**src/htu_geom_pkg.sv**
```systemverilog
package htu_geom_pkg;

  // --------------------
  // address layout
  // --------------------
  localparam int ADDR_W     = 32;
  localparam int LINE_LSB   = 5;
  // selects the 16-byte half of a line
  localparam int OFFSET_BIT = 4;
  localparam int TAG_LSB    = 8;
  localparam int TAG_W      = ADDR_W - TAG_LSB;

  // --------------------
  // array size
  // --------------------
  localparam int NUM_SETS = 8;
  localparam int NUM_WAYS = 8;
  localparam int SET_W    = 3;
  localparam int WAY_W    = 3;

  // request side ids
  localparam int CH_W   = 2;
  localparam int WBUF_W = 8;

  typedef logic [SET_W-1:0]             set_idx_t;
  typedef logic [WAY_W-1:0]             way_idx_t;
  typedef logic [TAG_W-1:0]             tag_t;
  typedef logic [ADDR_W-1:LINE_LSB]     line_addr_t;
  // crossbar address, line address plus the half select bit
  typedef logic [ADDR_W-1:OFFSET_BIT]   req_addr_t;

endpackage

```
**src/htu_op_pkg.sv**
```systemverilog
package htu_op_pkg;

  // --------------------
  // crossbar opcodes
  // --------------------
  typedef enum logic [1:0] {
    OP_READ       = 2'd0,
    OP_WRITE      = 2'd1,
    // old flush encoding, never hits and changes nothing
    OP_RSVD       = 2'd2,
    OP_INVALIDATE = 2'd3
  } xbar_op_e;

  // --------------------
  // issue unit opcodes
  // --------------------
  // bit 0 write, bit 1 evict
  typedef enum logic [1:0] {
    ISU_READ        = 2'd0,
    ISU_WRITE       = 2'd1,
    ISU_READ_EVICT  = 2'd2,
    ISU_WRITE_EVICT = 2'd3
  } isu_op_e;

  // per half-line state
  typedef enum logic [1:0] {
    HS_EMPTY = 2'd0,
    HS_CLEAN = 2'd1,
    HS_DIRTY = 2'd3
  } half_state_e;

endpackage

```
**src/htu_set_entry.sv**
```systemverilog
`timescale 1ns/1ps

module htu_set_entry
  import htu_geom_pkg::*, htu_op_pkg::*;
(
  input  logic        clk_i,
  input  logic        rst_i,
  input  logic        access_we_i,
  input  xbar_op_e    op_i,
  input  tag_t        tag_i,
  input  logic        offset_i,
  output logic        hit_o,
  output way_idx_t    way_o,
  output half_state_e half0_state_o,
  output half_state_e half1_state_o,
  output logic        evict_o
);

  tag_t                tag_q   [NUM_WAYS];
  logic [NUM_WAYS-1:0] valid_q;
  half_state_e         half0_q [NUM_WAYS];
  half_state_e         half1_q [NUM_WAYS];
  way_idx_t            victim_q;

  logic [NUM_WAYS-1:0] hit_vec;
  way_idx_t            hit_way;
  logic                any_hit;
  logic                is_access;
  logic                line_dirty;
  half_state_e         sel_state;
  half_state_e         fill_state;

  // --------------------
  // lookup
  // --------------------
  always_comb begin
    for (int w = 0; w < NUM_WAYS; w++) begin
      hit_vec[w] = valid_q[w] && (tag_q[w] == tag_i);
    end
  end

  // tags are unique within a set, so at most one bit is set
  always_comb begin
    hit_way = '0;
    for (int w = 0; w < NUM_WAYS; w++) begin
      if (hit_vec[w]) begin
        hit_way = way_idx_t'(w);
      end
    end
  end

  assign is_access = (op_i == OP_READ) || (op_i == OP_WRITE);
  assign any_hit   = (op_i != OP_RSVD) && (|hit_vec);

  assign hit_o         = any_hit;
  assign way_o         = any_hit ? hit_way : victim_q;
  assign half0_state_o = half0_q[way_o];
  assign half1_state_o = half1_q[way_o];

  assign sel_state  = offset_i ? half1_state_o : half0_state_o;
  assign line_dirty = (half0_state_o == HS_DIRTY) || (half1_state_o == HS_DIRTY);
  assign fill_state = (op_i == OP_WRITE) ? HS_DIRTY : HS_CLEAN;

  // dirty victim on an allocating miss, or a dirty line being invalidated
  assign evict_o = line_dirty
                 && ((is_access && !any_hit && valid_q[victim_q])
                     || (op_i == OP_INVALIDATE && any_hit));

  // --------------------
  // state update
  // --------------------
  always_ff @(posedge clk_i) begin
    if (rst_i) begin
      valid_q  <= '0;
      victim_q <= '0;
      for (int w = 0; w < NUM_WAYS; w++) begin
        half0_q[w] <= HS_EMPTY;
        half1_q[w] <= HS_EMPTY;
      end
    end else if (access_we_i) begin
      if (any_hit) begin
        case (op_i)
          OP_READ: begin
            // fill of an empty half
            if (sel_state == HS_EMPTY) begin
              if (offset_i) begin
                half1_q[hit_way] <= HS_CLEAN;
              end else begin
                half0_q[hit_way] <= HS_CLEAN;
              end
            end
          end
          OP_WRITE: begin
            if (offset_i) begin
              half1_q[hit_way] <= HS_DIRTY;
            end else begin
              half0_q[hit_way] <= HS_DIRTY;
            end
          end
          OP_INVALIDATE: begin
            valid_q[hit_way] <= 1'b0;
            half0_q[hit_way] <= HS_EMPTY;
            half1_q[hit_way] <= HS_EMPTY;
          end
          default: begin
          end
        endcase
      end else if (is_access) begin
        // allocate the victim way
        valid_q[victim_q] <= 1'b1;
        half0_q[victim_q] <= offset_i ? HS_EMPTY : fill_state;
        half1_q[victim_q] <= offset_i ? fill_state : HS_EMPTY;
        victim_q          <= way_idx_t'(victim_q + 1'b1);
      end
    end
  end

  always_ff @(posedge clk_i) begin
    if (access_we_i && is_access && !any_hit) begin
      tag_q[victim_q] <= tag_i;
    end
  end

endmodule

```
**src/htu_tag_array.sv**
```systemverilog
`timescale 1ns/1ps

module htu_tag_array
  import htu_geom_pkg::*, htu_op_pkg::*;
(
  input  logic        clk_i,
  input  logic        rst_i,
  input  logic        kickoff_i,
  input  xbar_op_e    op_i,
  input  req_addr_t   addr_i,
  output logic        hit_o,
  output logic        evict_o,
  output way_idx_t    way_o,
  output half_state_e half0_state_o,
  output half_state_e half1_state_o
);

  set_idx_t            set_idx;
  tag_t                tag;
  logic                offset;

  logic [NUM_SETS-1:0] set_we;
  logic [NUM_SETS-1:0] set_hit;
  logic [NUM_SETS-1:0] set_evict;
  way_idx_t            set_way   [NUM_SETS];
  half_state_e         set_half0 [NUM_SETS];
  half_state_e         set_half1 [NUM_SETS];

  // address split
  assign set_idx = addr_i[TAG_LSB-1:LINE_LSB];
  assign tag     = addr_i[ADDR_W-1:TAG_LSB];
  assign offset  = addr_i[OFFSET_BIT];

  // --------------------
  // one entry per set
  // --------------------
  for (genvar s = 0; s < NUM_SETS; s++) begin : g_set
    assign set_we[s] = kickoff_i && (set_idx == set_idx_t'(s));

    htu_set_entry u_set_entry (
      .clk_i        (clk_i),
      .rst_i        (rst_i),
      .access_we_i  (set_we[s]),
      .op_i         (op_i),
      .tag_i        (tag),
      .offset_i     (offset),
      .hit_o        (set_hit[s]),
      .way_o        (set_way[s]),
      .half0_state_o(set_half0[s]),
      .half1_state_o(set_half1[s]),
      .evict_o      (set_evict[s])
    );
  end

  // addressed set results
  assign hit_o         = set_hit[set_idx];
  assign evict_o       = set_evict[set_idx];
  assign way_o         = set_way[set_idx];
  assign half0_state_o = set_half0[set_idx];
  assign half1_state_o = set_half1[set_idx];

endmodule

```
**src/htu_dispatch.sv**
```systemverilog
`timescale 1ns/1ps

module htu_dispatch
  import htu_geom_pkg::*, htu_op_pkg::*;
(
  // crossbar
  input  logic              xbar_valid_i,
  output logic              xbar_allow_in_o,
  input  xbar_op_e          xbar_opcode_i,
  input  req_addr_t         xbar_addr_i,
  input  logic [CH_W-1:0]   xbar_ch_id_i,
  input  logic [WBUF_W-1:0] xbar_wbuf_id_i,
  // tag array
  input  logic              hit_i,
  input  logic              evict_i,
  input  way_idx_t          way_i,
  input  half_state_e       half0_state_i,
  input  half_state_e       half1_state_i,
  output logic              kickoff_o,
  // issue unit
  output logic              isu_valid_o,
  input  logic              isu_allow_in_i,
  output logic [CH_W-1:0]   isu_ch_id_o,
  output isu_op_e           isu_opcode_o,
  output set_idx_t          isu_set_o,
  output way_idx_t          isu_way_o,
  output logic              isu_offset_o,
  output logic [WBUF_W-1:0] isu_wbuf_id_o,
  output half_state_e       isu_half0_state_o,
  output half_state_e       isu_half1_state_o,
  output logic              linefill_valid_o,
  // bus read address
  output logic              bus_arvalid_o,
  input  logic              bus_arready_i,
  output line_addr_t        bus_araddr_o
);

  logic        is_read;
  logic        is_write;
  logic        offset;
  half_state_e addr_state;
  logic        need_refill;
  logic        issue_ok;

  // --------------------
  // decode
  // --------------------
  assign is_read  = (xbar_opcode_i == OP_READ);
  assign is_write = (xbar_opcode_i == OP_WRITE);
  assign offset   = xbar_addr_i[OFFSET_BIT];

  assign addr_state = offset ? half1_state_i : half0_state_i;

  // miss, or hit with the addressed half not yet filled
  assign need_refill = is_read && (!hit_i || (addr_state == HS_EMPTY));

  // a refill only proceeds together with its bus request
  assign issue_ok = !need_refill || bus_arready_i;

  // --------------------
  // handshakes
  // --------------------
  assign xbar_allow_in_o  = isu_allow_in_i && issue_ok;
  assign kickoff_o        = xbar_valid_i && xbar_allow_in_o;
  assign isu_valid_o      = xbar_valid_i && issue_ok;
  assign linefill_valid_o = xbar_valid_i && need_refill;
  assign bus_arvalid_o    = xbar_valid_i && need_refill && isu_allow_in_i;

  // --------------------
  // issue payload
  // --------------------
  assign isu_opcode_o      = isu_op_e'({evict_i, is_write});
  assign isu_ch_id_o       = xbar_ch_id_i;
  assign isu_wbuf_id_o     = xbar_wbuf_id_i;
  assign isu_set_o         = xbar_addr_i[TAG_LSB-1:LINE_LSB];
  assign isu_way_o         = way_i;
  assign isu_offset_o      = offset;
  assign isu_half0_state_o = half0_state_i;
  assign isu_half1_state_o = half1_state_i;

  assign bus_araddr_o = xbar_addr_i[ADDR_W-1:LINE_LSB];

endmodule

```
**src/bank_htu_top.sv**
```systemverilog
`timescale 1ns/1ps

module bank_htu_top
  import htu_geom_pkg::*, htu_op_pkg::*;
(
  input  logic              clk_i,
  input  logic              rst_i,
  // crossbar
  input  logic              xbar_valid_i,
  output logic              xbar_allow_in_o,
  input  logic [CH_W-1:0]   xbar_ch_id_i,
  input  xbar_op_e          xbar_opcode_i,
  input  req_addr_t         xbar_addr_i,
  input  logic [WBUF_W-1:0] xbar_wbuf_id_i,
  // issue unit
  output logic              isu_valid_o,
  input  logic              isu_allow_in_i,
  output logic [CH_W-1:0]   isu_ch_id_o,
  output isu_op_e           isu_opcode_o,
  output set_idx_t          isu_set_o,
  output way_idx_t          isu_way_o,
  output logic              isu_offset_o,
  output logic [WBUF_W-1:0] isu_wbuf_id_o,
  output half_state_e       isu_half0_state_o,
  output half_state_e       isu_half1_state_o,
  output logic              linefill_valid_o,
  // bus
  output logic              bus_arvalid_o,
  input  logic              bus_arready_i,
  output line_addr_t        bus_araddr_o
);

  logic        kickoff;
  logic        hit;
  logic        evict;
  way_idx_t    way;
  half_state_e half0_state;
  half_state_e half1_state;

  htu_tag_array u_tag_array (
    .clk_i        (clk_i),
    .rst_i        (rst_i),
    .kickoff_i    (kickoff),
    .op_i         (xbar_opcode_i),
    .addr_i       (xbar_addr_i),
    .hit_o        (hit),
    .evict_o      (evict),
    .way_o        (way),
    .half0_state_o(half0_state),
    .half1_state_o(half1_state)
  );

  htu_dispatch u_dispatch (
    .xbar_valid_i     (xbar_valid_i),
    .xbar_allow_in_o  (xbar_allow_in_o),
    .xbar_opcode_i    (xbar_opcode_i),
    .xbar_addr_i      (xbar_addr_i),
    .xbar_ch_id_i     (xbar_ch_id_i),
    .xbar_wbuf_id_i   (xbar_wbuf_id_i),
    .hit_i            (hit),
    .evict_i          (evict),
    .way_i            (way),
    .half0_state_i    (half0_state),
    .half1_state_i    (half1_state),
    .kickoff_o        (kickoff),
    .isu_valid_o      (isu_valid_o),
    .isu_allow_in_i   (isu_allow_in_i),
    .isu_ch_id_o      (isu_ch_id_o),
    .isu_opcode_o     (isu_opcode_o),
    .isu_set_o        (isu_set_o),
    .isu_way_o        (isu_way_o),
    .isu_offset_o     (isu_offset_o),
    .isu_wbuf_id_o    (isu_wbuf_id_o),
    .isu_half0_state_o(isu_half0_state_o),
    .isu_half1_state_o(isu_half1_state_o),
    .linefill_valid_o (linefill_valid_o),
    .bus_arvalid_o    (bus_arvalid_o),
    .bus_arready_i    (bus_arready_i),
    .bus_araddr_o     (bus_araddr_o)
  );

endmodule

```
**config.mk**
```make
export PLATFORM = sky130hd
export DESIGN_NAME = bank_htu_top
export DESIGN_NICKNAME = d
export VERILOG_FILES = /design/src/htu_geom_pkg.sv /design/src/htu_op_pkg.sv /design/src/htu_set_entry.sv /design/src/htu_tag_array.sv /design/src/htu_dispatch.sv /design/src/bank_htu_top.sv
export SDC_FILE = /design/constraint.sdc
export NUM_CORES = 2
export LEC_CHECK = 0
export BUFFER_PORTS_ARGS = -buffer_cell sky130_fd_sc_hd__buf_2
export CAP_MARGIN = 20
export CELL_PAD_IN_SITES_DETAIL_PLACEMENT = 0
export CELL_PAD_IN_SITES_GLOBAL_PLACEMENT = 1
export CORE_UTILIZATION = 48
export CTS_CLUSTER_SIZE = 20
export DETAILED_ROUTE_END_ITERATION = 8
export PLACE_DENSITY = 0.79
export RECOVER_POWER = 25
export SKIP_CTS_REPAIR_TIMING = 1
export SYNTH_ARGS = -nofsm -noshare
export SYNTH_HDL_FRONTEND = slang
export SYNTH_SLANG_ARGS = --single-unit
```
**constraint.sdc**
```tcl
create_clock -name clk_i -period 10.58 [get_ports clk_i]
set_input_delay 3.174 -clock clk_i [delete_from_list [all_inputs] [get_ports clk_i]]
set_output_delay 3.174 -clock clk_i [all_outputs]
set_load 0.02 [all_outputs]
```
== Word-level counts from Yosys, hierarchy flattened ==
Memories as Yosys holds them, arrays and structs flattened.
Cells that the tools add are included.
Cells by class
  muxes and demuxes: 537
  order comparisons: 34
  bitwise gates (word level): 65
  $add $sub $neg: 8
  reduce and logical (&&, ||, !) cells: 254
  equal/unequal tests: 98
Operator list (count)
  $eq A24 B24 Y1: 64
  $mux W1: 314
  $mux W3: 90
  $mux W8: 24
  $mux W2: 80
  $logic_and A1 B1 Y1: 150
  $lt A3 B4 Y1 const B: 17
  $and A8 B8 Y8: 8
  $not A8 Y8: 8
  $or A8 B8 Y8: 8
  $reduce_or A2 Y1: 32
  $reduce_or A8 Y1: 8
  $demux W1 S3: 16
  $ge A3 B1 Y1 const B: 16
  $reduce_and A3 Y1: 16
  $eq A2 B2 Y1 const B: 17
  $or A1 B1 Y1: 32
  $bmux W1 S3: 10
  $add A3 B1 Y3 const B: 8
  $logic_not A2 Y1: 10
  $logic_or A1 B1 Y1: 19
  $ne A2 B1 Y1 const B: 8
  $reduce_bool A2 Y1: 8
  $bmux W2 S3: 2
  11 further kinds: 31
Word-level totals
  bits of input ports: 45
  output and inout port bits: 54
  memories kept: 24
  bits in registers: 88
  bits in writable memories: 1792
  word-level logic and storage cells: 1036
Memory list
  u_tag_array.g_set[0].u_set_entry.tag_q: depth 8, width 24, rd ports 8, clocked after memory_dff 0, wr ports 1, line htu_set_entry.sv:19  | tag_t tag_q [NUM_WAYS];
  u_tag_array.g_set[1].u_set_entry.tag_q: depth 8, width 24, rd ports 8, clocked after memory_dff 0, wr ports 1, line htu_set_entry.sv:19
  u_tag_array.g_set[2].u_set_entry.tag_q: depth 8, width 24, rd ports 8, clocked after memory_dff 0, wr ports 1, line htu_set_entry.sv:19
  u_tag_array.g_set[3].u_set_entry.tag_q: depth 8, width 24, rd ports 8, clocked after memory_dff 0, wr ports 1, line htu_set_entry.sv:19
  u_tag_array.g_set[4].u_set_entry.tag_q: depth 8, width 24, rd ports 8, clocked after memory_dff 0, wr ports 1, line htu_set_entry.sv:19
  u_tag_array.g_set[5].u_set_entry.tag_q: depth 8, width 24, rd ports 8, clocked after memory_dff 0, wr ports 1, line htu_set_entry.sv:19
  +18 memories

== Longest topological paths before layout ==
An unclocked memory read counts as a cell.
  depth after elaboration: 32
  gate-level depth with buffers: 26
  depth with buffers taken out: 17

== Hierarchy ==
From an unflattened synthesis, not the netlist that was laid out.
Unflattened totals
  cell total of the unflattened synthesis: 7280
  area, all modules: 94069.0 um^2
Modules (own cells, without submodules)
  htu_set_entry (u_tag_array.g_set[3].u_set_entry ...): seq. area each 6946.7 um^2, area each 11636.2 um^2, times used 4, cells each 900
  htu_set_entry (u_tag_array.g_set[0].u_set_entry): seq. area each 6946.7 um^2, area each 11770.0 um^2, times used 1, cells each 899
  htu_set_entry (u_tag_array.g_set[7].u_set_entry): seq. area each 6946.7 um^2, area each 11613.6 um^2, times used 1, cells each 895
  htu_set_entry (u_tag_array.g_set[1].u_set_entry): seq. area each 6946.7 um^2, area each 11573.6 um^2, times used 1, cells each 890
  htu_set_entry (u_tag_array.g_set[2].u_set_entry): seq. area each 6946.7 um^2, area each 11399.7 um^2, times used 1, cells each 854
  htu_tag_array: seq. area each 0.0 um^2, area each 703.2 um^2, times used 1, cells each 79
  htu_dispatch: seq. area each 0.0 um^2, area each 464.2 um^2, times used 1, cells each 63

== Worst setup path before layout ==
OpenSTA, ideal clock, no wires.
  kind: input-to-reg
  start: input port xbar_addr_i[23]
  end: memory u_tag_array.g_set[0].u_set_entry.tag_q[0][0] in the netlist's numbering (enable)
  required time: 10.111 ns
  cell stages on the path: 22
  setup slack: 0.110 ns
  setup time: 0.469 ns
  path buffers: 6
  data arrival time: 10.000 ns
  cell sequence: buf_4 -> buf_6 -> buf_4 -> xor2_1 -> nor4_1 -> nand4b_1 -> nor4_2 -> nor2_1 -> a41oi_2 -> mux2i_4 -> mux2i_1 -> mux2i_1 -> mux2_2 -> o211ai_1 -> a211oi_2 -> o22ai_4 -> a21oi_2 -> buf_4 -> buf_6 -> buf_6 -> nand2_1 -> nor4_1
On the way
  longest elaborated chain between the ends: 27
  elaborated cells between the ends (all ways): 247
  classes of those cells: eq/ne: 64; mux: 75; reduce/logical: 92; memory: 16
RTL lines
  from (decl): line bank_htu_top.sv:13  | input req_addr_t xbar_addr_i,
  $eq A24 B24 Y1: line htu_set_entry.sv:38  | hit_vec[w] = valid_q[w] && (tag_q[w] == tag_i);
  $logic_and A1 B1 Y1: line htu_set_entry.sv:38
  $mux W1: line htu_set_entry.sv:46  | if (hit_vec[w]) begin
  $mux W3 (6 in series): line htu_set_entry.sv:46
  $mux W3: line htu_set_entry.sv:56  | assign way_o = any_hit ? hit_way : victim_q;
  $mem_v2 Z8 W2
  $bmux W2 S3 (*): line htu_tag_array.sv:60  | assign half1_state_o = set_half1[set_idx];
  $mux W2 (implied by the code) (*) (2 in series): line htu_tag_array.sv:60
  named net isu_half1_state_o[1]: line bank_htu_top.sv:25  | output half_state_e isu_half1_state_o,
  [4 not listed]
  $logic_not A1 Y1 (*): line htu_dispatch.sv:58  | assign issue_ok = !need_refill || bus_arready_i;
  $logic_or A1 B1 Y1 (*): line htu_dispatch.sv:58
  $logic_and A1 B1 Y1 (*): line htu_dispatch.sv:63  | assign xbar_allow_in_o = isu_allow_in_i && issue_ok;
  $logic_and A1 B1 Y1 (*): line htu_dispatch.sv:64  | assign kickoff_o = xbar_valid_i && xbar_allow_in_o;
  $logic_and A1 B1 Y1 (*): line htu_tag_array.sv:38  | assign set_we[s] = kickoff_i && (set_idx == set_idx_t'(s));
  $logic_and A1 B1 Y1 (*) (2 in series): line htu_set_entry.sv:119  | if (access_we_i && is_access && !any_hit) begin
  $mux W1 (*): line htu_set_entry.sv:119
  $mux W1 (implied by the code) (*): line htu_set_entry.sv:120  | tag_q[victim_q] <= tag_i;
  to (decl): line htu_set_entry.sv:19
The timed path passes the listed nets; every way through them passes the cells marked *. The select of a mux whose other input is x is not followed.

== Worst setup path after layout ==
  start: input port xbar_addr_i[15]
  end: output port bus_arvalid_o
On the way
  longest elaborated chain between the ends: 20
  elaborated cells between the ends (all ways): 239
  classes of those cells: eq/ne: 64; mux: 73; reduce/logical: 86; memory: 16
RTL lines
  $eq A24 B24 Y1: line htu_set_entry.sv:38
  $logic_and A1 B1 Y1: line htu_set_entry.sv:38
  $mux W1: line htu_set_entry.sv:46
  $mux W3 (6 in series): line htu_set_entry.sv:46
  $mux W3: line htu_set_entry.sv:56
  $mem_v2 Z8 W2, on equally long branches
  $bmux W2 S3, on equally long branches: line htu_tag_array.sv:59, htu_tag_array.sv:60
  $mux W2, on equally long branches (2 in series): line htu_tag_array.sv:59, htu_tag_array.sv:60
  $mux W2: line htu_dispatch.sv:52  | assign addr_state = offset ? half1_state_i : half0_state_i;
  $logic_not A2 Y1: line htu_dispatch.sv:55  | assign need_refill = is_read && (!hit_i || (addr_state == HS_EMPTY));
  $logic_or A1 B1 Y1 (*): line htu_dispatch.sv:55
  $logic_and A1 B1 Y1 (*): line htu_dispatch.sv:55
  $logic_and A1 B1 Y1 (*) (2 in series): line htu_dispatch.sv:67  | assign bus_arvalid_o = xbar_valid_i && need_refill && isu_allow_in_i;
  to (decl): line bank_htu_top.sv:28  | output logic bus_arvalid_o,
Every way passes the cells marked *; elsewhere a longest branch is shown, timed or not. The select of a mux whose other input is x is not followed.

==> results.toml <==
[pwr]
p_leak_nw = 39.3
peakVddDrop_v = 0.000152
power_density_nw_per_um2 = 148
p_total_mw = 16.8

[worst_setup_path]
path_class = "input pin to output port"
crit_path_start_kind = "input pin"
cp_slowest_cell = "a2111oi_0"
worst-path-buf-inv = 7
cp.arrival_ns = 7.80
required_ns = 7.41
slowest_delay_ns = 0.60
worstPathMaxFanout = 14
r2r-start = "u_tag_array.g_set[1].u_set_entry.tag_q[6][5]$_DFFE_PP_"
crit_chain = "buf_12 > buf_12 > buf_4 > xor2_1 > nor4_2 > nand3_1 > or4_1 > o211ai_1 > a31oi_2 > buf_4 > mux2_4 > buf_12 > a2111oi_0 > a211oi_2 > o211ai_1 > nor3b_2 > o22ai_4 > buf_6 > and3_4 > buf_6"
end_kind = "output port"
cp_common_cell = "buf_12"
critPathTopFamily = "compound AO/OA/AOI/OAI gates"
crit_path_start = "xbar_addr_i[15]"

[final_layout]
area_delta_synth_final_pct = 23.9
seqCellArea_um2 = 55600
drive_above_1_share_pct = 26.1
nFillCells = 14700
multi_input_area_um2 = 34700
stdcell_count = 10900
nets = 8257

[clock_tree]
cts-root-buf = "clkbuf_16"
numClockSinks = 1880
cts.clk_slew.worst_paths_ns = 0.06
cts_tree = "done"
cts_made_buffers = 200
clockBufferDepth = 3
h-tree-depth = 4
clock_latency_ns = 0.85

[detailed_routing]
drc = 0
drtAntennaViolNets = 0
num_vias = 65000
drt-total-wl_mm = 289
routedWlPerCell_um = 26.6
drt-pass1-iter-count = 6
drt_first_iter_violations = 7555
viasPerCell = 5.98

[synthesis]
syn_area_um2 = 91500
synth_area_leaders = "edfxtp_1 59%, xnor2_1 8.5%, xor2_1 6.4%, nand4_1 2.6%, nor4_1 2.1%"
synth-compound-area-share_pct = 5.13
ys_seq_elements = 1880
synthAdderAreaFrac_pct = 0.109
synthMuxAreaShare_pct = 2.41
synth_warnings = 0
syn_nets = 6973
synth.top_cell.area_share_pct = 58.8
synth-async-reset-ratio_pct = 0
synth_area_leader_cell = "edfxtp_1"
synth_area_per_cell_um2 = 13.2
synth_xor_area_share_pct = 14.9
synth_top_family_by_area = "XOR/XNOR gates"
yosys.area_share.simple_pct = 13.6
synthCells = 6920
synth-main-ff-cell = "edfxtp_1"
synth-edff-count = 1792
synth_cell_types = 133
synth_seq_area_share_pct = 60.7

[global_route]
grt_pass1_vias = 63100
antenna_found_initial = 7
grt_use_total_pct = 28.9
grt_pass1_wl_mm = 416
gr-total-overflow = 0
grt_max_degree = 76

[min_path]
worst_hold_path_type = "flop to flop"
worstHoldStart = "u_tag_array.g_set[5].u_set_entry.valid_q[2]$_SDFFE_PP0P_"

[floorplan]
start_util_pct = 48.5
fp.coreArea_um2 = 189000
die_area_um2 = 192000
ios = 99
die_h_um = 439
num_rows = 159
fp.dieW_um = 439

[place]
port_buffers = 78
place_inst = 10400
dp_hpwl_mm = 200
place_congestion = 0.959

[status]
violations = "setup timing"
status = "finished, violations left"

[timing]
clock_skew_ns = 0.0363
setup_ws_ns = -0.391
worst_pin_slew_ns = 1.09
setup_violations = 6
relSlewSlack_pct = 26.9
maxSlewViolCount = 0
min_period_ns = 10.97
fmax_mhz = 91.1
hold_viol_final = 0
finalCritPeriodShare_pct = 104
rsz0062_at_grt = "yes"

[flow_run]
cap_violations = 0
==> through the flow <==
stage | setup TNS, ns | setup slack [ns] | hold WS, ns | cell area, µm² | util [%]
after floorplan | 0 | 0.110 | 0.450 | 91500 | -
after CTS | -5.46 | -0.834 | 0.497 | 111000 | 58.8
after global routing | -2.82 | -0.492 | 0.535 | 113000 | 60.1
final | -1.92 | -0.391 | 0.507 | 113000 | 60.1
after global placement | -5.29 | -0.839 | 0.480 | 104000 | 55.3
after detailed placement | -5.39 | -0.826 | 0.484 | 104000 | 55.3
==> worst paths after layout <==
kind	cells past startpoint	endpoint	slack [ns]
hold / removal	1	u_tag_array.g_set[5].u_set_entry.valid_q[2]$_SDFFE_PP0P_	0.51
setup / recovery	20	bus_arvalid_o	-0.39
hold reg to reg	1	u_tag_array.g_set[5].u_set_entry.valid_q[2]$_SDFFE_PP0P_	0.51
setup reg to reg	21	u_tag_array.g_set[2].u_set_entry.valid_q[0]$_SDFFE_PP0P_	4.00
==> cell usage after synthesis (16+ instances only) <==
library cell,instances
mux2_2,26
and3_1,94
and2_1,66
xnor2_1,884
inv_1,71
o211ai_1,21
nor3b_1,33
nand3_1,121
nor4b_1,37
nor2b_1,32
buf_2,76
nand2_1,321
a21o_1,60
buf_6,64
mux4_2,18
mux2i_1,134
or4_1,51
nand4b_1,32
o22ai_1,16
a21oi_1,104
o31ai_1,19
a211oi_1,48
and4_1,31
nor2_1,258
a31oi_1,56
nor3_1,242
nor4_1,304
buf_4,130
or2_2,25
or3_1,21
xor2_1,670
edfxtp_1,1792
o21ai_0,108
dfxtp_1,88
o21ai_1,25
nand4_1,382
a22oi_1,19
clkbuf_1,91
nand2b_1,34
==> logic make-up after synthesis <==
kind of cell | Yosys count
compound gates | 653
xor+xnor | 1556
fa+ha+maj | 8
buf+inv | 452
flops | 1880
mux | 189
simple gates | 2182
==> area by class of cell <==
type                    instances  share of cell area (%)
inverters                      75                   0.251
well taps                    2495                    2.75
repair buffers               1459                    11.5
clock buffers                 258                    4.79
diodes                          3                 0.00662
clock inverters               114                    1.04
multi-input cells            4588                    30.6
flip-flops and latches       1880                    49.0
==> worst reg2reg max path, cell delays in order, from the launching register on <==
cell and delay (ns):
edfxtp_1 0.39, xnor2_1 0.24, or4b_2 0.65, nor4b_4 0.25, and4_4 0.29, nor2_1 0.09
a41oi_2 0.30, mux2_4 0.36, mux2_1 0.36, a32o_2 0.33, a221oi_4 0.34, a31oi_4 0.15
nor3b_2 0.26, o22ai_4 0.13, buf_6 0.17, buf_4 0.14, a21oi_4 0.36, buf_12 0.25
nand2_1 0.41, buf_4 0.33, nor4b_1 0.48, a211oi_1 0.15
==> layout by cell type (no fill, tap or decap), types with 36 or more instances in the layout <==
cell type,n
edfxtp_1,1792
a211oi_1,42
clkinv_1,36
a31oi_1,52
o21ai_0,105
a21oi_1,93
clkinv_2,37
mux2i_1,129
clkbuf_16,211
nor3_1,203
nand2_1,319
and3_1,94
nand4_1,382
clkbuf_1,38
xnor2_1,830
xor2_1,659
nor3_2,43
inv_1,70
nand3_1,120
nor2_1,235
buf_2,48
buf_4,1217
and2_1,64
a21o_1,60
buf_12,119
dfxtp_1,88
nor4_1,268
nor4_2,40
xnor2_2,50
==> state kept, by name, summed over array words and instances (netlist names) <==
register and cells:
u_tag_array.g_set.u_set_entry.valid_q 64, u_tag_array.g_set.u_set_entry.half0_q 128, u_tag_array.g_set.u_set_entry.victim_q 24, u_tag_array.g_set.u_set_entry.tag_q 1536
u_tag_array.g_set.u_set_entry.half1_q 128
==> power by group <==
group,total (mW),internal (mW),leakage (nW),switching (mW)
logic,1.44,0.589,18.9,0.853
registers,8.20,8.18,17.1,0.0201
clock network,7.15,4.10,3.23,3.06
total,16.8,12.9,39.3,3.93
==> per-layer routing <==
| layer | wire length, µm | global-route usage (%) | vias up |
|---|---|---|---|
| met5 | 23 | 0 | - |
| met3 | 24800 | 4.23 | 475 |
| met1 | 125000 | 42.3 | 32800 |
| met2 | 131000 | 44.7 | 2994 |
| li1 | - | - | 28800 |
| met4 | 8510 | 8.56 | 4 |
Power figures use the tool's default switching activity.
